==> src/common/streamer_pkg.sv <==
// ~~~~~~~~~~~~~~~~~~~~~~~~~~~~~~~~~~~~~~~~~~~~~~~~~~~~~~~~~~~~~~~~~~~~~~~~~
// Shared types of the load streamer
// Word addresses only; memory reads are whole WORD_W words
// Source words hold one FP32 element or two FP16 elements, low half first
// ~~~~~~~~~~~~~~~~~~~~~~~~~~~~~~~~~~~~~~~~~~~~~~~~~~~~~~~~~~~~~~~~~~~~~~~~~

package streamer_pkg;

  // Word address width
  localparam int unsigned ADDR_W = 16;
  // Memory and stream data width
  localparam int unsigned WORD_W = 32;
  // Job word count width
  localparam int unsigned LEN_W  = 8;

  // Source element format of a job
  typedef enum logic {
    FMT_FP32 = 1'b0,
    FMT_FP16 = 1'b1
  } fmt_e;

  // One load job
  typedef struct packed {
    logic [ADDR_W-1:0] base;
    logic [ADDR_W-1:0] stride;
    logic [LEN_W-1:0]  len;
    fmt_e              fmt;
  } lane_job_t;

  // Read request, address only
  typedef struct packed {
    logic [ADDR_W-1:0] addr;
  } mem_req_t;

  // Read response
  typedef struct packed {
    logic              valid;
    logic [WORD_W-1:0] rdata;
  } mem_rsp_t;

  // Two FP16 elements packed in one word
  // lo sits in bits 15:0 and leaves first
  typedef struct packed {
    logic [WORD_W/2-1:0] hi;
    logic [WORD_W/2-1:0] lo;
  } fp16_pair_t;

  // Source word seen either as FP32 or as an FP16 pair
  typedef union packed {
    logic [WORD_W-1:0] fp32;
    fp16_pair_t        fp16;
  } src_word_u;

  // One stream beat
  typedef struct packed {
    logic              valid;
    logic [WORD_W-1:0] data;
  } beat_t;

endpackage : streamer_pkg

==> src/load/fp_castin.sv <==
// ~~~~~~~~~~~~~~~~~~~~~~~~~~~~~~~~~~~~~~~~~~~~~~~~~~~~~~~~~~~~~~~~~~~~~~~~~
// FP16 to FP32 input cast, purely combinational
// Subnormal inputs flush to a signed zero
// NaN payload is kept, shifted into the FP32 mantissa
// ~~~~~~~~~~~~~~~~~~~~~~~~~~~~~~~~~~~~~~~~~~~~~~~~~~~~~~~~~~~~~~~~~~~~~~~~~

module fp_castin (
  input  logic [15:0] half_i,
  output logic [31:0] word_o
);

  // FP16 fields
  logic       sign;
  logic [4:0] exp_h;
  logic [9:0] man_h;

  assign sign  = half_i[15];
  assign exp_h = half_i[14:10];
  assign man_h = half_i[9:0];

  always_comb begin
    if (exp_h == 5'd0) begin
      // Zero and subnormal
      word_o = {sign, 31'd0};
    end else if (exp_h == 5'h1f) begin
      // Infinity, or NaN with its payload moved up
      word_o = {sign, 8'hff, man_h, 13'd0};
    end else begin
      // Bias 15 to bias 127
      word_o = {sign, {3'd0, exp_h} + 8'd112, man_h, 13'd0};
    end
  end

endmodule : fp_castin

==> src/load/lane_fifo.sv <==
// ~~~~~~~~~~~~~~~~~~~~~~~~~~~~~~~~~~~~~~~~~~~~~~~~~~~~~~~~~~~~~~~~~~~~~~~~~
// Response word FIFO of one lane
// LANE_FIFO_DEPTH must be a power of two, at least 2
// Head is read combinationally from storage
// ~~~~~~~~~~~~~~~~~~~~~~~~~~~~~~~~~~~~~~~~~~~~~~~~~~~~~~~~~~~~~~~~~~~~~~~~~

module lane_fifo
  import streamer_pkg::*;
#(
  parameter int unsigned LANE_FIFO_DEPTH = 4
) (
  input  logic                                   clk_i,
  input  logic                                   rst_i,
  input  logic                                   push_i,
  input  src_word_u                              data_i,
  input  logic                                   pop_i,
  output src_word_u                              data_o,
  output logic                                   empty_o,
  output logic [$clog2(LANE_FIFO_DEPTH + 1)-1:0] count_o
);

  localparam int unsigned PTR_W = $clog2(LANE_FIFO_DEPTH);
  localparam int unsigned CNT_W = $clog2(LANE_FIFO_DEPTH + 1);

  src_word_u        mem_q [LANE_FIFO_DEPTH];
  logic [PTR_W-1:0] wr_ptr_q;
  logic [PTR_W-1:0] rd_ptr_q;
  logic [CNT_W-1:0] cnt_q;

  always_ff @(posedge clk_i) begin
    if (rst_i) begin
      wr_ptr_q <= '0;
      rd_ptr_q <= '0;
      cnt_q    <= '0;
    end else begin
      // Pointers wrap on the power of two depth
      if (push_i) begin
        wr_ptr_q <= wr_ptr_q + 1'b1;
      end
      if (pop_i) begin
        rd_ptr_q <= rd_ptr_q + 1'b1;
      end
      cnt_q <= cnt_q + CNT_W'(push_i) - CNT_W'(pop_i);
    end
  end

  always_ff @(posedge clk_i) begin
    if (push_i) begin
      mem_q[wr_ptr_q] <= data_i;
    end
  end

  assign data_o  = mem_q[rd_ptr_q];
  assign empty_o = (cnt_q == '0);
  assign count_o = cnt_q;

  a_no_overflow : assert property (@(posedge clk_i) disable iff (rst_i)
    push_i |-> cnt_q != CNT_W'(LANE_FIFO_DEPTH));

  a_no_underflow : assert property (@(posedge clk_i) disable iff (rst_i)
    pop_i |-> cnt_q != '0);

endmodule : lane_fifo

==> src/load/load_lane.sv <==
// ~~~~~~~~~~~~~~~~~~~~~~~~~~~~~~~~~~~~~~~~~~~~~~~~~~~~~~~~~~~~~~~~~~~~~~~~~
// One load lane: address generation, slot credits and FP16 splitting
// A job with len zero finishes at once with no beats
// Start is taken only while the lane is idle
// ~~~~~~~~~~~~~~~~~~~~~~~~~~~~~~~~~~~~~~~~~~~~~~~~~~~~~~~~~~~~~~~~~~~~~~~~~

module load_lane
  import streamer_pkg::*;
#(
  parameter int unsigned LANE_FIFO_DEPTH = 4
) (
  input  logic      clk_i,
  input  logic      rst_i,
  input  logic      start_i,
  input  lane_job_t job_i,
  output mem_req_t  req_o,
  output logic      req_valid_o,
  input  logic      gnt_i,
  input  mem_rsp_t  rsp_i,
  output beat_t     beat_o,
  input  logic      pop_i,
  output logic      done_o
);

  localparam int unsigned CNT_W = $clog2(LANE_FIFO_DEPTH + 1);

  logic              busy_q;
  logic              done_q;
  fmt_e              fmt_q;
  logic [ADDR_W-1:0] addr_q;
  logic [ADDR_W-1:0] stride_q;
  logic [LEN_W-1:0]  issue_left_q;
  // FP16 jobs emit two elements per word
  logic [LEN_W:0]    elem_left_q;
  logic              half_q;
  logic [CNT_W-1:0]  inflight_q;

  logic [CNT_W-1:0]  fifo_cnt;
  logic              fifo_empty;
  src_word_u         head;
  logic [CNT_W:0]    used;
  logic              has_slot;
  logic              word_pop;
  logic [15:0]       half_sel;
  logic [WORD_W-1:0] cast_word;

  // Slots taken by stored words and reads in flight
  assign used     = {1'b0, fifo_cnt} + {1'b0, inflight_q};
  assign has_slot = used < (CNT_W + 1)'(LANE_FIFO_DEPTH);

  assign req_valid_o = busy_q && (issue_left_q != '0) && has_slot;
  assign req_o.addr  = addr_q;

  // FP16 head word is released after its high half
  assign word_pop = pop_i && ((fmt_q == FMT_FP32) || half_q);

  always_ff @(posedge clk_i) begin
    if (rst_i) begin
      busy_q       <= 1'b0;
      done_q       <= 1'b0;
      fmt_q        <= FMT_FP32;
      issue_left_q <= '0;
      elem_left_q  <= '0;
      half_q       <= 1'b0;
      inflight_q   <= '0;
    end else begin
      inflight_q <= inflight_q + CNT_W'(gnt_i) - CNT_W'(rsp_i.valid);
      if (start_i && !busy_q) begin
        busy_q       <= (job_i.len != '0);
        done_q       <= (job_i.len == '0);
        fmt_q        <= job_i.fmt;
        issue_left_q <= job_i.len;
        elem_left_q  <= (job_i.fmt == FMT_FP16) ? {job_i.len, 1'b0} : {1'b0, job_i.len};
        half_q       <= 1'b0;
      end else begin
        if (gnt_i) begin
          issue_left_q <= issue_left_q - 1'b1;
        end
        if (pop_i) begin
          elem_left_q <= elem_left_q - 1'b1;
          half_q      <= (fmt_q == FMT_FP16) && !half_q;
          // Last element taken, done shows next cycle
          if (elem_left_q == (LEN_W + 1)'(1)) begin
            busy_q <= 1'b0;
            done_q <= 1'b1;
          end
        end
      end
    end
  end

  // Address walk, payload only
  always_ff @(posedge clk_i) begin
    if (start_i && !busy_q) begin
      addr_q   <= job_i.base;
      stride_q <= job_i.stride;
    end else if (gnt_i) begin
      addr_q <= addr_q + stride_q;
    end
  end

  lane_fifo #(
    .LANE_FIFO_DEPTH ( LANE_FIFO_DEPTH )
  ) u_lane_fifo (
    .clk_i   ( clk_i       ),
    .rst_i   ( rst_i       ),
    .push_i  ( rsp_i.valid ),
    .data_i  ( rsp_i.rdata ),
    .pop_i   ( word_pop    ),
    .data_o  ( head        ),
    .empty_o ( fifo_empty  ),
    .count_o ( fifo_cnt    )
  );

  // Low half first, then high half
  assign half_sel = half_q ? head.fp16.hi : head.fp16.lo;

  fp_castin u_fp_castin (
    .half_i ( half_sel  ),
    .word_o ( cast_word )
  );

  assign beat_o.valid = !fifo_empty;
  assign beat_o.data  = (fmt_q == FMT_FP16) ? cast_word : head.fp32;
  assign done_o       = done_q;

  // Grants from the arbiter and FIFO pushes never overbook the slots
  a_slots_ok : assert property (@(posedge clk_i) disable iff (rst_i)
    used <= (CNT_W + 1)'(LANE_FIFO_DEPTH));

endmodule : load_lane

==> src/verilog/mem_arbiter.sv <==
// ~~~~~~~~~~~~~~~~~~~~~~~~~~~~~~~~~~~~~~~~~~~~~~~~~~~~~~~~~~~~~~~~~~~~~~~~~
// Round-robin read arbiter with in-order response routing
// MAX_OUTSTANDING must be a power of two
// Lanes must hold request and valid until granted
// ~~~~~~~~~~~~~~~~~~~~~~~~~~~~~~~~~~~~~~~~~~~~~~~~~~~~~~~~~~~~~~~~~~~~~~~~~

module mem_arbiter
  import streamer_pkg::*;
#(
  parameter int unsigned NUM_LANES       = 3,
  parameter int unsigned MAX_OUTSTANDING = 4
) (
  input  logic                     clk_i,
  input  logic                     rst_i,
  input  mem_req_t [NUM_LANES-1:0] lane_req_i,
  input  logic     [NUM_LANES-1:0] lane_req_valid_i,
  output logic     [NUM_LANES-1:0] lane_gnt_o,
  output mem_rsp_t [NUM_LANES-1:0] lane_rsp_o,
  output mem_req_t                 mem_req_o,
  output logic                     mem_req_valid_o,
  input  logic                     mem_gnt_i,
  input  mem_rsp_t                 mem_rsp_i
);

  localparam int unsigned IDX_W  = (NUM_LANES > 1) ? $clog2(NUM_LANES) : 1;
  localparam int unsigned OPTR_W = (MAX_OUTSTANDING > 1) ? $clog2(MAX_OUTSTANDING) : 1;
  localparam int unsigned OCNT_W = $clog2(MAX_OUTSTANDING + 1);

  logic [IDX_W-1:0]  rr_q;
  logic [IDX_W-1:0]  pick;
  logic [IDX_W-1:0]  sel;
  logic              hold_q;
  logic [IDX_W-1:0]  held_sel_q;
  logic              accept;

  // Lane index FIFO, one entry per read in flight
  logic [IDX_W-1:0]  idx_mem [MAX_OUTSTANDING];
  logic [OPTR_W-1:0] idx_wr_q;
  logic [OPTR_W-1:0] idx_rd_q;
  logic [OCNT_W-1:0] idx_cnt_q;
  logic              idx_full;
  logic [IDX_W-1:0]  idx_head;

  // First requesting lane at or after rr_q
  // Walk backwards so the nearest lane is written last
  always_comb begin
    int unsigned cand;
    pick = rr_q;
    for (int k = NUM_LANES - 1; k >= 0; k--) begin
      cand = int'(rr_q) + k;
      if (cand >= NUM_LANES) begin
        cand = cand - NUM_LANES;
      end
      if (lane_req_valid_i[cand]) begin
        pick = IDX_W'(cand);
      end
    end
  end

  // A stalled request stays on the same lane
  assign sel      = hold_q ? held_sel_q : pick;
  assign idx_full = (idx_cnt_q == OCNT_W'(MAX_OUTSTANDING));
  assign idx_head = idx_mem[idx_rd_q];

  // No new read while the index FIFO is full
  assign mem_req_valid_o = lane_req_valid_i[sel] && !idx_full;
  assign mem_req_o       = lane_req_i[sel];
  assign accept          = mem_req_valid_o && mem_gnt_i;

  always_comb begin
    for (int i = 0; i < NUM_LANES; i++) begin
      lane_gnt_o[i]       = accept && (sel == IDX_W'(i));
      // Oldest index owns the response
      lane_rsp_o[i].valid = mem_rsp_i.valid && (idx_head == IDX_W'(i));
      lane_rsp_o[i].rdata = mem_rsp_i.rdata;
    end
  end

  always_ff @(posedge clk_i) begin
    if (rst_i) begin
      rr_q      <= '0;
      hold_q    <= 1'b0;
      idx_wr_q  <= '0;
      idx_rd_q  <= '0;
      idx_cnt_q <= '0;
    end else begin
      hold_q <= mem_req_valid_o && !mem_gnt_i;
      // Priority moves past the lane just served
      if (accept) begin
        rr_q     <= (sel == IDX_W'(NUM_LANES - 1)) ? '0 : sel + 1'b1;
        idx_wr_q <= idx_wr_q + 1'b1;
      end
      if (mem_rsp_i.valid) begin
        idx_rd_q <= idx_rd_q + 1'b1;
      end
      idx_cnt_q <= idx_cnt_q + OCNT_W'(accept) - OCNT_W'(mem_rsp_i.valid);
    end
  end

  // Index storage and held lane
  always_ff @(posedge clk_i) begin
    held_sel_q <= sel;
    if (accept) begin
      idx_mem[idx_wr_q] <= sel;
    end
  end

  // Every response belongs to a read accepted earlier
  a_rsp_has_owner : assert property (@(posedge clk_i) disable iff (rst_i)
    mem_rsp_i.valid |-> idx_cnt_q != '0);

  // Memory side rule, relies on the lanes holding their requests
  a_req_held : assert property (@(posedge clk_i) disable iff (rst_i)
    mem_req_valid_o && !mem_gnt_i |=> mem_req_valid_o && $stable(mem_req_o));

endmodule : mem_arbiter

==> src/verilog/stream_egress.sv <==
// ~~~~~~~~~~~~~~~~~~~~~~~~~~~~~~~~~~~~~~~~~~~~~~~~~~~~~~~~~~~~~~~~~~~~~~~~~
// Per-lane output credit gate and output registers
// Each lane starts with OUT_CREDITS credits after reset
// Consumer must not return more credits than beats it received
// ~~~~~~~~~~~~~~~~~~~~~~~~~~~~~~~~~~~~~~~~~~~~~~~~~~~~~~~~~~~~~~~~~~~~~~~~~

module stream_egress
  import streamer_pkg::*;
#(
  parameter int unsigned NUM_LANES   = 3,
  parameter int unsigned OUT_CREDITS = 2
) (
  input  logic                  clk_i,
  input  logic                  rst_i,
  input  beat_t [NUM_LANES-1:0] beat_i,
  output logic  [NUM_LANES-1:0] pop_o,
  output beat_t [NUM_LANES-1:0] stream_o,
  input  logic  [NUM_LANES-1:0] credit_i
);

  localparam int unsigned CRED_W = $clog2(OUT_CREDITS + 1);

  for (genvar i = 0; i < NUM_LANES; i++) begin : gen_lane
    logic [CRED_W-1:0] cred_q;
    logic              valid_q;
    logic [WORD_W-1:0] data_q;

    // Take a beat only with a credit in hand
    assign pop_o[i] = beat_i[i].valid && (cred_q != '0);

    always_ff @(posedge clk_i) begin
      if (rst_i) begin
        cred_q  <= CRED_W'(OUT_CREDITS);
        valid_q <= 1'b0;
      end else begin
        // Spend on pop, refill on return
        cred_q  <= cred_q - CRED_W'(pop_o[i]) + CRED_W'(credit_i[i]);
        valid_q <= pop_o[i];
      end
    end

    // Beat payload
    always_ff @(posedge clk_i) begin
      if (pop_o[i]) begin
        data_q <= beat_i[i].data;
      end
    end

    assign stream_o[i].valid = valid_q;
    assign stream_o[i].data  = data_q;

    // Extra credit from the consumer would push past the start value
    a_credit_bound : assert property (@(posedge clk_i) disable iff (rst_i)
      credit_i[i] && !pop_o[i] |-> cred_q != CRED_W'(OUT_CREDITS));
  end

endmodule : stream_egress

==> src/verilog/streamer_top.sv <==
// ~~~~~~~~~~~~~~~~~~~~~~~~~~~~~~~~~~~~~~~~~~~~~~~~~~~~~~~~~~~~~~~~~~~~~~~~~
// Load streamer top level
// Memory must answer every accepted read once, in accept order
// Consumer returns one credit per beat, never more than OUT_CREDITS open
// A start to a busy lane is dropped
// ~~~~~~~~~~~~~~~~~~~~~~~~~~~~~~~~~~~~~~~~~~~~~~~~~~~~~~~~~~~~~~~~~~~~~~~~~

module streamer_top
  import streamer_pkg::*;
#(
  parameter int unsigned NUM_LANES       = 3,
  parameter int unsigned LANE_FIFO_DEPTH = 4,
  parameter int unsigned MAX_OUTSTANDING = 4,
  parameter int unsigned OUT_CREDITS     = 2
) (
  input  logic                      clk_i,
  input  logic                      rst_i,
  // Job start, one pulse per lane
  input  logic      [NUM_LANES-1:0] start_i,
  input  lane_job_t [NUM_LANES-1:0] job_i,
  // Shared memory read port
  output mem_req_t                  mem_req_o,
  output logic                      mem_req_valid_o,
  input  logic                      mem_gnt_i,
  input  mem_rsp_t                  mem_rsp_i,
  // Output streams with credit return
  output beat_t     [NUM_LANES-1:0] stream_o,
  input  logic      [NUM_LANES-1:0] credit_i,
  output logic      [NUM_LANES-1:0] done_o
);

  // Lane side of the arbiter
  mem_req_t [NUM_LANES-1:0] lane_req;
  logic     [NUM_LANES-1:0] lane_req_valid;
  logic     [NUM_LANES-1:0] lane_gnt;
  mem_rsp_t [NUM_LANES-1:0] lane_rsp;

  // Lane side of the egress
  beat_t    [NUM_LANES-1:0] lane_beat;
  logic     [NUM_LANES-1:0] lane_pop;

  // One arbiter shared by all lanes
  mem_arbiter #(
    .NUM_LANES       ( NUM_LANES       ),
    .MAX_OUTSTANDING ( MAX_OUTSTANDING )
  ) u_mem_arbiter (
    .clk_i            ( clk_i           ),
    .rst_i            ( rst_i           ),
    .lane_req_i       ( lane_req        ),
    .lane_req_valid_i ( lane_req_valid  ),
    .lane_gnt_o       ( lane_gnt        ),
    .lane_rsp_o       ( lane_rsp        ),
    .mem_req_o        ( mem_req_o       ),
    .mem_req_valid_o  ( mem_req_valid_o ),
    .mem_gnt_i        ( mem_gnt_i       ),
    .mem_rsp_i        ( mem_rsp_i       )
  );

  // Lane 0 is X, 1 is W, 2 is Y
  for (genvar i = 0; i < NUM_LANES; i++) begin : gen_lane
    load_lane #(
      .LANE_FIFO_DEPTH ( LANE_FIFO_DEPTH )
    ) u_load_lane (
      .clk_i       ( clk_i             ),
      .rst_i       ( rst_i             ),
      .start_i     ( start_i[i]        ),
      .job_i       ( job_i[i]          ),
      .req_o       ( lane_req[i]       ),
      .req_valid_o ( lane_req_valid[i] ),
      .gnt_i       ( lane_gnt[i]       ),
      .rsp_i       ( lane_rsp[i]       ),
      .beat_o      ( lane_beat[i]      ),
      .pop_i       ( lane_pop[i]       ),
      .done_o      ( done_o[i]         )
    );
  end

  // Credit gate and output registers
  stream_egress #(
    .NUM_LANES   ( NUM_LANES   ),
    .OUT_CREDITS ( OUT_CREDITS )
  ) u_stream_egress (
    .clk_i    ( clk_i     ),
    .rst_i    ( rst_i     ),
    .beat_i   ( lane_beat ),
    .pop_o    ( lane_pop  ),
    .stream_o ( stream_o  ),
    .credit_i ( credit_i  )
  );

endmodule : streamer_top

==> config.mk <==
export PLATFORM = sky130hd
export DESIGN_NAME = streamer_top
export DESIGN_NICKNAME = d
export VERILOG_FILES = /design/src/common/streamer_pkg.sv /design/src/load/fp_castin.sv /design/src/load/lane_fifo.sv /design/src/load/load_lane.sv /design/src/verilog/mem_arbiter.sv /design/src/verilog/stream_egress.sv /design/src/verilog/streamer_top.sv
export SDC_FILE = /design/constraint.sdc
export NUM_CORES = 1
export LEC_CHECK = 0
export CORE_MARGIN = 5
export CORE_UTILIZATION = 55
export CTS_BUF_LIST = sky130_fd_sc_hd__clkbuf_2 sky130_fd_sc_hd__clkbuf_4 sky130_fd_sc_hd__clkbuf_8
export DETAILED_ROUTE_END_ITERATION = 10
export DONT_BUFFER_PORTS = 1
export PLACE_DENSITY = 0.7
export SYNTH_ARGS = -nofsm -noshare
export SYNTH_HDL_FRONTEND = slang
export SYNTH_SLANG_ARGS = --single-unit
==> constraint.sdc <==
create_clock -name clk_i -period 6.6 [get_ports clk_i]
set_input_delay 0.33 -clock clk_i [delete_from_list [all_inputs] [get_ports clk_i]]
set_output_delay 0.33 -clock clk_i [all_outputs]
set_load 0.01 [all_outputs]
; ---- Word level (Yosys, flattened, before mapping)
; Memories as Yosys holds them, arrays and structs flattened. A register that Yosys moved wholly into a read port is not among the register bits.
; Index checks and enable logic that the tools add are counted.
[word_totals]
reg_bits = 306
elab_cells = 289
n_memories = 4
input_bits = 165
ramBits = 392
output_inout_bits = 119
[classes]
add_sub_neg = 49
n_mux = 85
bitwise_logic = 3
n_lt_le_gt_ge = 10
eq_ne = 11
reduce_logical = 76
[memory_table]
columns = name, words, word_bits, read_ports, rd_ports_with_merged_regs, wr, line_no
row1 = gen_lane[0].u_load_lane.u_lane_fifo.mem_q, 4, 32, 1, 1, 1, lane_fifo.sv:25  ; src_word_u mem_q [LANE_FIFO_DEPTH];
row2 = gen_lane[1].u_load_lane.u_lane_fifo.mem_q, 4, 32, 1, 1, 1, lane_fifo.sv:25
row3 = gen_lane[2].u_load_lane.u_lane_fifo.mem_q, 4, 32, 1, 1, 1, lane_fifo.sv:25
row4 = u_mem_arbiter.idx_mem, 4, 2, 1, 1, 1, mem_arbiter.sv:37  ; logic [IDX_W-1:0] idx_mem [MAX_OUTSTANDING];
[op_table]
columns = operator, n
row1 = $mux W32, 6
row2 = $mux W31, 6
row3 = $mux W16, 10
row4 = $lt A32 B3 Y1 const B, 3
row5 = $mux W9, 9
row6 = $ge A32 B2 Y1 const B, 2
row7 = $sub A32 B2 Y32 const B, 2
row8 = $add A16 B16 Y16, 3
row9 = $mux W8, 6
row10 = $reduce_bool A8 Y1, 6
row11 = $bmux W16 S2, 1
row12 = $mux W1, 30
row13 = $eq A9 B1 Y1 const B, 3
row14 = $logic_and A1 B1 Y1, 27
row15 = $sub A9 B1 Y9 const B, 3
row16 = $mux W2, 13
row17 = $add A5 B7 Y8 const B, 3
row18 = $logic_not A8 Y1, 3
row19 = $reduce_bool A2 Y1, 12
row20 = $sub A8 B1 Y8 const B, 3
row21 = $add A3 B1 Y3, 7
row22 = $sub A3 B1 Y3, 7
row23 = $add A2 B1 Y2 const B, 9
row24 = $eq A5 B5 Y1 const B, 3
row25 = 21 further kinds, 57

; ---- Longest topological paths before layout
; Gate-level depths: netlist (run 1).
[depth]
word_depth = 16
ltp_mapped = 20
depth_no_buf = 18

; ---- Modules after synthesis
; Synthesis (run 1) repeated with hierarchy kept, for this count alone.
[unflattened]
cells_unflattened = 2299
hier_area_um2 = 33249.4
[modules_own_cells]
columns = module, seq_area_each_um2, cells_per_inst, area_per_inst_um2, instances
row1 = lane_fifo, 4023.9, 208, 5091.1, 3
row2 = load_lane at gen_lane[2].u_load_lane, 1441.4, 394, 3848.7, 1
row3 = load_lane at gen_lane[0].u_load_lane, 1441.4, 381, 3846.2, 1
row4 = load_lane at gen_lane[1].u_load_lane, 1441.4, 375, 3756.1, 1
row5 = stream_egress, 3062.9, 135, 3330.7, 1
row6 = mem_arbiter, 520.5, 276, 2372.3, 1
row7 = fp_castin, 0.0, 38, 274.0, 3

; ---- Worst setup path before layout (run 1)
; OpenSTA, ideal clock, no wires.
[synth_timing]
path_type = register to register
startpoint = register gen_lane[2].u_load_lane.u_lane_fifo.cnt_q[2]
endpoint = register u_mem_arbiter.idx_cnt_q[2]
required_time_ns = 6.472
n_path_buf = 0
t_arrival_ns = 3.742
path_slack_ns = 2.731
setup_time_ns = 0.128
stages_incl_launch_ff = 17
period_less_slack_ns = 3.869
path_cell_list = dfxtp_1 > ha_1 > nor4b_1 > nand2_1 > or3_1 > a21o_1 > o31ai_4 > mux2_2 > a22oi_4 > ha_1 > inv_1 > ha_1 > inv_1 > fa_1 > xor2_1 > xnor2_1 > nor2_1
[synth_via]
elab_chain_len = 15
word_cells_on_any_way = 19
classes_between = 3 x add/sub / 1 x order compare / 12 x mux / 3 x reduce/logical
[synth_rtl]
columns = item, line_no
row1 = "start, declared", lane_fifo.sv:28  ; logic [CNT_W-1:0] cnt_q;
row2 = "start signal, assigned", lane_fifo.sv:43  ; cnt_q <= cnt_q + CNT_W'(push_i) - CNT_W'(pop_i);
row3 = $add A3 B3 Y4 (*), load_lane.sv:48  ; assign used = {1'b0, fifo_cnt} + {1'b0, inflight_q};
row4 = $lt A4 B3 Y1 (*), load_lane.sv:49  ; assign has_slot = used < (CNT_W + 1)'(LANE_FIFO_DEPTH);
row5 = $logic_and A1 B1 Y1 (*), load_lane.sv:51  ; assign req_valid_o = busy_q && (issue_left_q != '0) && has_slot;
row6 = $bmux W1 S2, mem_arbiter.sv:54  ; if (lane_req_valid_i[cand]) begin
row7 = $mux W1 (not written as such), mem_arbiter.sv:54
row8 = $mux W2 (3 in a row), mem_arbiter.sv:54
row9 = $mux W2, mem_arbiter.sv:61  ; assign sel = hold_q ? held_sel_q : pick;
row10 = $bmux W1 S2 (*), mem_arbiter.sv:66  ; assign mem_req_valid_o = lane_req_valid_i[sel] && !idx_full;
row11 = $mux W1 (not written as such) (*), mem_arbiter.sv:66
row12 = $logic_and A1 B1 Y1 (*), mem_arbiter.sv:66
row13 = $logic_and A1 B1 Y1 (*), mem_arbiter.sv:68  ; assign accept = mem_req_valid_o && mem_gnt_i;
row14 = $add A3 B1 Y3 (*), mem_arbiter.sv:96  ; idx_cnt_q <= idx_cnt_q + OCNT_W'(accept) - OCNT_W'(mem_rsp_i.valid);
row15 = $sub A3 B1 Y3 (*), mem_arbiter.sv:96
row16 = "end signal, assigned", mem_arbiter.sv:96
row17 = "end, declared", mem_arbiter.sv:40  ; logic [OCNT_W-1:0] idx_cnt_q;
; Every way passes the cells marked *; elsewhere a longest branch is shown, timed or not. The select of a mux whose other input is x is not followed.
; A chain may end at the register's enable or synchronous reset.

; ---- Worst setup path in the final report (run 1)
; Same ends and word-level chain as after synthesis.

==> flow_metrics.env, run 1 <==
export IMPL_yosys_warnings=0
export IMPL_grt_busiest_layer="met2"
export IMPL_totalWireLength_um=74200
export IMPL_vdd_drop_max_mv=0.235
export IMPL_cts_tree="built"
export IMPL_gr_usage_met3=0.0476
export IMPL_drc=0
export IMPL_layout_common_cells="edfxtp_1 (584), dlygate4sd3_1 (175), nor2_1 (136)"
export IMPL_grt_max_degree=109
export IMPL_rsz0062_at_grt="no"
export IMPL_gp_congestion=0.893
export IMPL_start_util=0.554
export IMPL_cp_end_kind="flip-flop"
export IMPL_syn_num_nets=2443
export IMPL_ant_nets=0
export IMPL_synth_cell_type_count=72
export IMPL_clkSinkCount=706
export IMPL_path_clk_slew_ns=0.06
export IMPL_post_cts_buffers=0
export IMPL_die_width_um=248
export IMPL_fin_nets=2663
export IMPL_grt_usage=0.238
export IMPL_hp_start="rst_i"
export IMPL_synth_edf_count=584
export IMPL_power_density_nw_per_um2=377
export IMPL_hold_path_cell_count=2
export IMPL_syn_to_final_growth_pct=15.5
export IMPL_use_met2=0.401
export IMPL_fp_dieH_um=248
export IMPL_clockRootBuffer="clkbuf_8"
export IMPL_worst_pin_slew_ns=1.10
export IMPL_fin_crit_sh=0.729
export IMPL_synth_top_family_by_area="multiplexers"
export IMPL_period_needed_ns=4.81
export IMPL_switchingPower_uw=4380
export IMPL_netlist_area_um2=31100
export IMPL_ctsHtreeMaxLevel=3
export IMPL_dp_hpwl_um=47900
export IMPL_critPathRequiredTime_ns=7.17
export IMPL_synth_xor_area_share=0.0265
export IMPL_max_freq_mhz=208
export IMPL_grt_pass1_wl_um=112000
export IMPL_drt_iter0_drc=1518
export IMPL_grt_overflow=0
export IMPL_hold_end="gen_lane[1].u_load_lane.u_lane_fifo.count_o[1]"
export IMPL_worstReg2RegEnd="u_mem_arbiter.idx_cnt_q[2]"
export IMPL_yosys_area_share_simple=0.0824
export IMPL_io_buffers=0
export IMPL_vias_per_cell=5.82
export IMPL_clkLatencyLatePin_ns=0.74
export IMPL_dr_total_vias=18868
export IMPL_fill_cells=4062
export IMPL_drive_above_1_share=0.151
export IMPL_synth_compound_area_frac=0.0713
export IMPL_wl_per_cell_um=22.9
export IMPL_ff_latch_area_um2=20000
export IMPL_synth_seq_cells=706
export IMPL_grtUsageMet1=0.306
export IMPL_synthAdderAreaFrac=0.0459
export IMPL_r2r_start="gen_lane[2].u_load_lane.u_lane_fifo.count_o[2]"
export IMPL_async_reset_ff_frac=0
export IMPL_finalSetupViolCount=0
export IMPL_seq_power_share=0.467
export IMPL_coreArea_um2=56200
export IMPL_ios=284
export IMPL_outcome="completed"
export IMPL_p_comb_frac=0.256
export IMPL_first_pass_iters=5
export IMPL_cts_buffers=112
export IMPL_cp_max_fo=27
export IMPL_hold_worst_slack_ns=0.0388
export IMPL_yosysTopAreaCellShare=0.564
export IMPL_hold_viol_final=0
export IMPL_tns_ns=0
export IMPL_die_area_um2=61400
export IMPL_ys_top_cells_by_area="edfxtp_1 (56%), dfxtp_1 (7.9%), mux4_2 (7.1%), ha_1 (3.9%), mux2i_1 (2.2%)"
export IMPL_synthMuxAreaShare=0.102
export IMPL_hp_class="input port to flip-flop"
export IMPL_synthCells=2170
export IMPL_cts_buffer_depth=3
export IMPL_final_common_cell="edfxtp_1"
export IMPL_avgSynthCellArea_um2=14.3
export IMPL_antenna_found_initial=7
export IMPL_p_leak_uw=0.0126
export IMPL_p_int_uw=9170
export IMPL_crit_arrival_ns=5.37
export IMPL_maxSlewViolCount=0
export IMPL_synth_flop_cell="edfxtp_1"
export IMPL_pwr_share_clk=0.277
export IMPL_reg2reg_slack_ns=1.79
export IMPL_cp_start_kind="flip-flop"
export IMPL_max_cap_violations=0
export IMPL_grt_pass1_vias=19462
export IMPL_skew_ns=0.0501
export IMPL_yosysTopAreaCell="edfxtp_1"
export IMPL_multi_input_area_um2=10200
export IMPL_path_class="flip-flop to flip-flop"
export IMPL_rr_worst_depth=17
export IMPL_swShare=0.323
export IMPL_ys_seq_area_frac=0.642
export IMPL_slew_limit_headroom=0.266
export IMPL_rows=87
==> worst max-delay path by stage <==
stage                                                              start                          to  slack (ns)
final                     gen_lane[2].u_load_lane.u_lane_fifo.count_o[2]  u_mem_arbiter.idx_cnt_q[2]        1.79
after global routing      gen_lane[2].u_load_lane.u_lane_fifo.count_o[2]  u_mem_arbiter.idx_cnt_q[2]        1.43
after CTS                 gen_lane[2].u_load_lane.u_lane_fifo.count_o[2]  u_mem_arbiter.idx_cnt_q[2]        1.76
after detailed placement  gen_lane[2].u_load_lane.u_lane_fifo.count_o[2]  u_mem_arbiter.idx_cnt_q[2]        1.82
after global placement    gen_lane[2].u_load_lane.u_lane_fifo.count_o[2]  u_mem_arbiter.idx_cnt_q[2]        1.87
after floorplan           gen_lane[2].u_load_lane.u_lane_fifo.count_o[2]  u_mem_arbiter.idx_cnt_q[2]        2.73
==> registers in the layout (all words and copies together) (netlist names), 3 cells and up, named ones only <==
register                                   count
gen_lane.u_load_lane.u_lane_fifo.mem_q       384
u_stream_egress.gen_lane.data_q               96
gen_lane.u_load_lane.req_o                    48
gen_lane.u_load_lane.stride_q                 48
gen_lane.u_load_lane.elem_left_q              27
gen_lane.u_load_lane.issue_left_q             24
gen_lane.u_load_lane.inflight_q                9
gen_lane.u_load_lane.u_lane_fifo.count_o       9
u_mem_arbiter.idx_mem                          8
gen_lane.u_load_lane.u_lane_fifo.rd_ptr_q      6
gen_lane.u_load_lane.u_lane_fifo.wr_ptr_q      6
u_stream_egress.gen_lane.cred_q                6
gen_lane.u_load_lane.busy_q                    3
gen_lane.u_load_lane.done_o                    3
gen_lane.u_load_lane.fmt_q                     3
gen_lane.u_load_lane.half_q                    3
u_mem_arbiter.idx_cnt_q                        3
u_stream_egress.gen_lane.valid_q               3
==> area by class of cell <==
type                            instances  share of cell area
Sequential cell                       706               0.556
Clock inverter                         44             0.00944
Multi-Input combinational cell       1236               0.285
Clock buffer                          160              0.0538
Tap cell                              756              0.0263
Inverter                              127              0.0133
Antenna cell                            7            0.000487
Timing Repair Buffer                  207              0.0560
==> routing by layer <==
metal,routed length (µm),share of wire
met5,0,0
met4,2800,0.038
met3,4760,0.064
met2,37300,0.50
met1,29300,0.40
==> critical path: stages, from the launching register on <==
cell and delay [ns]:
dfxtp_1 0.33, ha_1 0.30, nor4b_1 0.38, nand2_1 0.19, or3_1 0.41, a21o_1 0.20
o31ai_4 0.45, buf_4 0.46, mux2_2 0.43, a22oi_4 0.25, ha_1 0.29, inv_1 0.06
ha_1 0.13, inv_1 0.05, fa_1 0.36, xor2_1 0.16, xnor2_1 0.14, nor2_1 0.05
==> through the flow <==
step	utilization	power (µW)	instance area, µm²	setup WS, ns	cells
4_1_cts	0.639	13700	35900	1.76	3236
3_5_place_dp	0.567	9720	31900	1.82	2856
5_1_grt	0.640	14300	35900	1.43	3241
6_report	0.640	13500	35900	1.79	3243
3_3_place_gp	0.567	9630	31900	1.87	2856
2_1_floorplan	-	8790	31100	2.73	2170
==> cells in the mapped netlist, drive strengths merged (13+ instances only) <==
library cell	instances
xor2	45
a21oi	76
mux2	26
o21ai	75
o22ai	30
nor4	23
clkbuf	62
o2bb2ai	15
nand2	115
a21o	17
edfxtp	584
and2	19
buf	39
nor2b	65
a31oi	15
nor3	45
mux4	98
nand3	43
a211oi	34
xnor2	49
ha	98
nor2	137
dfxtp	122
a311oi	13
inv	126
mux2i	68
==> cells by family (layout without fill, tap and decap cells) <==
family / count (synthesis) / after routing
DFF: 706 / 706
and+or+nand+nor: 512 / 512
xor gates and xnor gates: 94 / 94
AOI/OAI and AO/OA: 330 / 330
muxes: 192 / 192
other: 0 / 7
buffers and inverters: 228 / 538
adders and majority gates: 108 / 108
==> power by group through the flow <==
stage | logic (µW) | clock network [µW] | registers, µW
finish | 3470 | 3760 | 6320
global route | 3850 | 4040 | 6390
CTS | 3480 | 3840 | 6340
detailed placement | 3300 | 0 | 6420
global placement | 3220 | 0 | 6410
floorplan | 2610 | 0 | 6180
==> what timing repair did <==
action / in CTS / in global routing
gates resized for setup: 0 / 0
endpoints found under the hold margin: 599 / 0
hold buffers: 176 / 0
Power figures use the tool's default switching activity.
==> run 2: changes to the inputs <==
--- a/config.mk
+++ b/config.mk
@@ -5,12 +5,13 @@
 export SDC_FILE = /design/constraint.sdc
 export NUM_CORES = 1
 export LEC_CHECK = 0
+export ABC_AREA = 1
 export CORE_MARGIN = 5
 export CORE_UTILIZATION = 55
 export CTS_BUF_LIST = sky130_fd_sc_hd__clkbuf_2 sky130_fd_sc_hd__clkbuf_4 sky130_fd_sc_hd__clkbuf_8
 export DETAILED_ROUTE_END_ITERATION = 10
 export DONT_BUFFER_PORTS = 1
-export PLACE_DENSITY = 0.7
+export PLACE_DENSITY = 0.73
 export SYNTH_ARGS = -nofsm -noshare
 export SYNTH_HDL_FRONTEND = slang
 export SYNTH_SLANG_ARGS = --single-unit
==> constraint.sdc (replaced) <==
create_clock -name clk_i -period 4.01 [get_ports clk_i]
set_input_delay 0.2005 -clock clk_i [delete_from_list [all_inputs] [get_ports clk_i]]
set_output_delay 0.2005 -clock clk_i [all_outputs]
set_load 0.01 [all_outputs]
==> run 2 against run 1 <==
Against the previous run:
- power rose by 110%
- core utilization increased by 0.38 points
- worst setup slack got worse by 1.4 ns
- sequential power up 77%
- first-iteration DRC count grew 38%
- via count is 22% higher
- sequential share of layout area shrank 0.65 points
- clock power grew 59%
- worst hold slack improved by 0.039 ns
- largest power group is now combinational cells
==> flow_metrics.env, run 2 <==
export IMPL_critPathRequiredTime_ns=4.64
export IMPL_final_common_cell="nand2_1"
export IMPL_ant_nets=0
export IMPL_synth_commonest_cells="nand2_1 (643), edfxtp_1 (584), inv_1 (243)"
export IMPL_synth_most_common_cell="nand2_1"
export IMPL_synth_flop_cell="edfxtp_1"
export IMPL_netlist_area_um2=31400
export IMPL_power_density_nw_per_um2=782
export IMPL_crit_arrival_ns=4.28
export IMPL_cts_buffer_depth=3
export IMPL_hp_class="input port to flip-flop"
export IMPL_synth_edf_count=584
export IMPL_max_freq_mhz=274
export IMPL_rsz0062_at_grt="no"
export IMPL_grt_max_degree=68
export IMPL_ys_top_cells_by_area="edfxtp_1 (56%), dfxtp_1 (7.8%), nand2_1 (7.7%), ha_1 (3.9%), a21oi_1 (3.4%)"
export IMPL_crit_chain="ha_1, nor2_1, nand3_1, nor2_4, nand2_2, o21ai_1, nand2_1, o21bai_1, inv_1, nand2_2, nand2_4, nand3_1, nand2_1, inv_2, nand4_4, ha_1, inv_1, ha_1, fa_1, or2_2, a21oi_1"
export IMPL_drc=0
export IMPL_cts_tree="built"
export IMPL_worst_path_most_repeated_cell="ha_1"
export IMPL_wl_per_cell_um=20.3
export IMPL_skew_ns=0.0383
export IMPL_path_class="flip-flop to flip-flop"
export IMPL_gr_usage_met3=0.0578
export IMPL_p_leak_uw=0.0141
export IMPL_hold_worst_slack_ns=0.0783
export IMPL_vdd_drop_max_mv=0.783
export IMPL_die_width_um=249
export IMPL_yosys_warnings=0
export IMPL_dr_total_vias=23022
export IMPL_start_util=0.557
export IMPL_reg2reg_slack_ns=0.36
export IMPL_ios=284
export IMPL_fin_nets=3400
export IMPL_stdcell_area_um2=36400
export IMPL_syn_num_nets=3182
export IMPL_slew_limit_headroom=0.381
export IMPL_worst_pin_slew_ns=0.927
export IMPL_largest_reg_flops=384
export IMPL_drt_iter0_drc=2088
export IMPL_coreArea_um2=56500
export IMPL_grt_busiest_layer="met2"
export IMPL_synth_cell_type_count=53
export IMPL_first_pass_iters=6
export IMPL_syn_to_final_growth_pct=15.6
export IMPL_cp_top_family="simple AND/OR/NAND/NOR gates"
export IMPL_ff_latch_area_um2=20000
export IMPL_cp_max_fo=9
export IMPL_die_area_um2=62100
export IMPL_cts_buffers=110
export IMPL_vias_per_cell=5.77
export IMPL_grt_overflow=0
export IMPL_dpl_cell_area_um2=32300
export IMPL_yosysTopAreaCell="edfxtp_1"
export IMPL_grtUsageMet1=0.332
export IMPL_period_needed_ns=3.65
export IMPL_maxSlewViolCount=0
export IMPL_fill_cells=4172
export IMPL_ctsHtreeMaxLevel=3
export IMPL_async_reset_ff_frac=0
export IMPL_worst_path_buf_inv=3
export IMPL_synth_seq_cells=706
export IMPL_grt_pass1_vias=22723
export IMPL_synthCells=2909
export IMPL_multi_input_area_um2=10000
export IMPL_grt_pass1_wl_um=124000
export IMPL_ys_seq_area_frac=0.635
export IMPL_fin_crit_sh=0.909
export IMPL_grt_usage=0.250
export IMPL_hold_viol_final=0
export IMPL_avgSynthCellArea_um2=10.8
export IMPL_max_cap_violations=0
export IMPL_finalSetupViolCount=0
export IMPL_slowest_delay_ns=0.37
export IMPL_gp_congestion=0.915
export IMPL_path_clk_slew_ns=0.06
export IMPL_clkSinkCount=706
export IMPL_tns_ns=0
export IMPL_fin_total_pwr_uw=28400
export IMPL_dp_hpwl_um=52800
export IMPL_top_regs="gen_lane.u_load_lane.u_lane_fifo.mem_q x384, u_stream_egress.gen_lane.data_q x96"
export IMPL_clkLatencyLatePin_ns=0.73
export IMPL_use_met2=0.405
export IMPL_antenna_found_initial=17
export IMPL_cp_end_kind="flip-flop"
export IMPL_clockRootBuffer="clkbuf_8"
export IMPL_rows=87
export IMPL_yosysTopAreaCellShare=0.558
export IMPL_totalWireLength_um=80800
export IMPL_drive_above_1_share=0.0894
export IMPL_io_buffers=0
export IMPL_cp_start_kind="flip-flop"
export IMPL_layout_common_cells="nand2_1 (643), edfxtp_1 (584), inv_1 (241)"
export IMPL_fp_dieH_um=249
export IMPL_outcome="completed"
export IMPL_regMostFlops="gen_lane.u_load_lane.u_lane_fifo.mem_q"
export IMPL_slowest_stage="fa_1"
[run 2: area by class of cell]
| class | instances | area share |
|---|---|---|
| diodes | 12 | 0.000826 |
| multi-input cells | 1821 | 0.276 |
| clock buffers | 146 | 0.0499 |
| inverters | 258 | 0.0266 |
| flip-flops and latches | 706 | 0.550 |
| well taps | 756 | 0.0260 |
| repair buffers | 230 | 0.0604 |
| clock inverters | 59 | 0.0102 |
[run 2: cell families (layout without fill, tap and decap cells)]
family / Yosys count / count (layout) / synth area share
other cells: 0 / 12 / 0
mux: 3 / 3 / 0.000955
simple gates: 1021 / 1021 / 0.133
flops: 706 / 706 / 0.635
fa+ha+maj: 108 / 108 / 0.0454
xor+xnor: 50 / 50 / 0.0139
buf+inv: 382 / 693 / 0.0467
compound gates: 639 / 639 / 0.125
[run 2: metal layers]
| layer | part of all wire | up-vias |
|---|---|---|
| met5 | 0.00059 | - |
| met4 | 0.035 | 8 |
| met3 | 0.084 | 209 |
| met2 | 0.48 | 1049 |
| met1 | 0.40 | 11033 |
| li1 | - | 10723 |
[run 2: through the flow]
| step | setup WS [ns] | cells | utilization |
|---|---|---|---|
| 4_1_cts | 0.135 | 3970 | 0.642 |
| 6_report | 0.365 | 3988 | 0.644 |
| 2_1_floorplan | 0.618 | 2909 | - |
| 3_5_place_dp | 0.207 | 3584 | 0.571 |
| 3_3_place_gp | 0.351 | 3584 | 0.571 |
| 5_1_grt | 0.0206 | 3986 | 0.643 |
[run 2: where the power goes]
part / internal, µW / switching [µW]
Sequential: 9980 / 1200
Clock: 3120 / 2860
Combinational: 3630 / 7640
Total: 16700 / 11700
[run 2: path summary, 6_finish.rpt]
check                                                 startpoint                                     to  depth (start not counted)
setup / recovery  gen_lane[2].u_load_lane.u_lane_fifo.count_o[2]  gen_lane[2].u_load_lane.inflight_q[2]                         21
hold / removal                                        start_i[1]         gen_lane[1].u_load_lane.done_o                          4
setup reg to reg  gen_lane[2].u_load_lane.u_lane_fifo.count_o[2]  gen_lane[2].u_load_lane.inflight_q[2]                         21
hold reg to reg                        u_mem_arbiter.idx_rd_q[1]              u_mem_arbiter.idx_rd_q[1]                          1
[run 2: worst register-to-register path, cell delays in order, from the launching register on]
cell	delay, ns
dfxtp_1	0.33
ha_1	0.30
nor2_1	0.11
nand3_1	0.11
nor2_4	0.14
nand2_2	0.10
o21ai_1	0.17
nand2_1	0.09
o21bai_1	0.12
inv_1	0.06
nand2_2	0.10
nand2_4	0.10
nand3_1	0.10
nand2_1	0.09
inv_2	0.13
nand4_4	0.17
ha_1	0.33
inv_1	0.04
ha_1	0.18
fa_1	0.37
or2_2	0.30
a21oi_1	0.12
[run 2: what timing repair did]
action,4_1_cts,5_1_grt
setup buffers,0,6
resized for setup,0,3
endpoints found under the setup margin,0,12
endpoints found under the hold margin,598,0
hold buffers,181,0
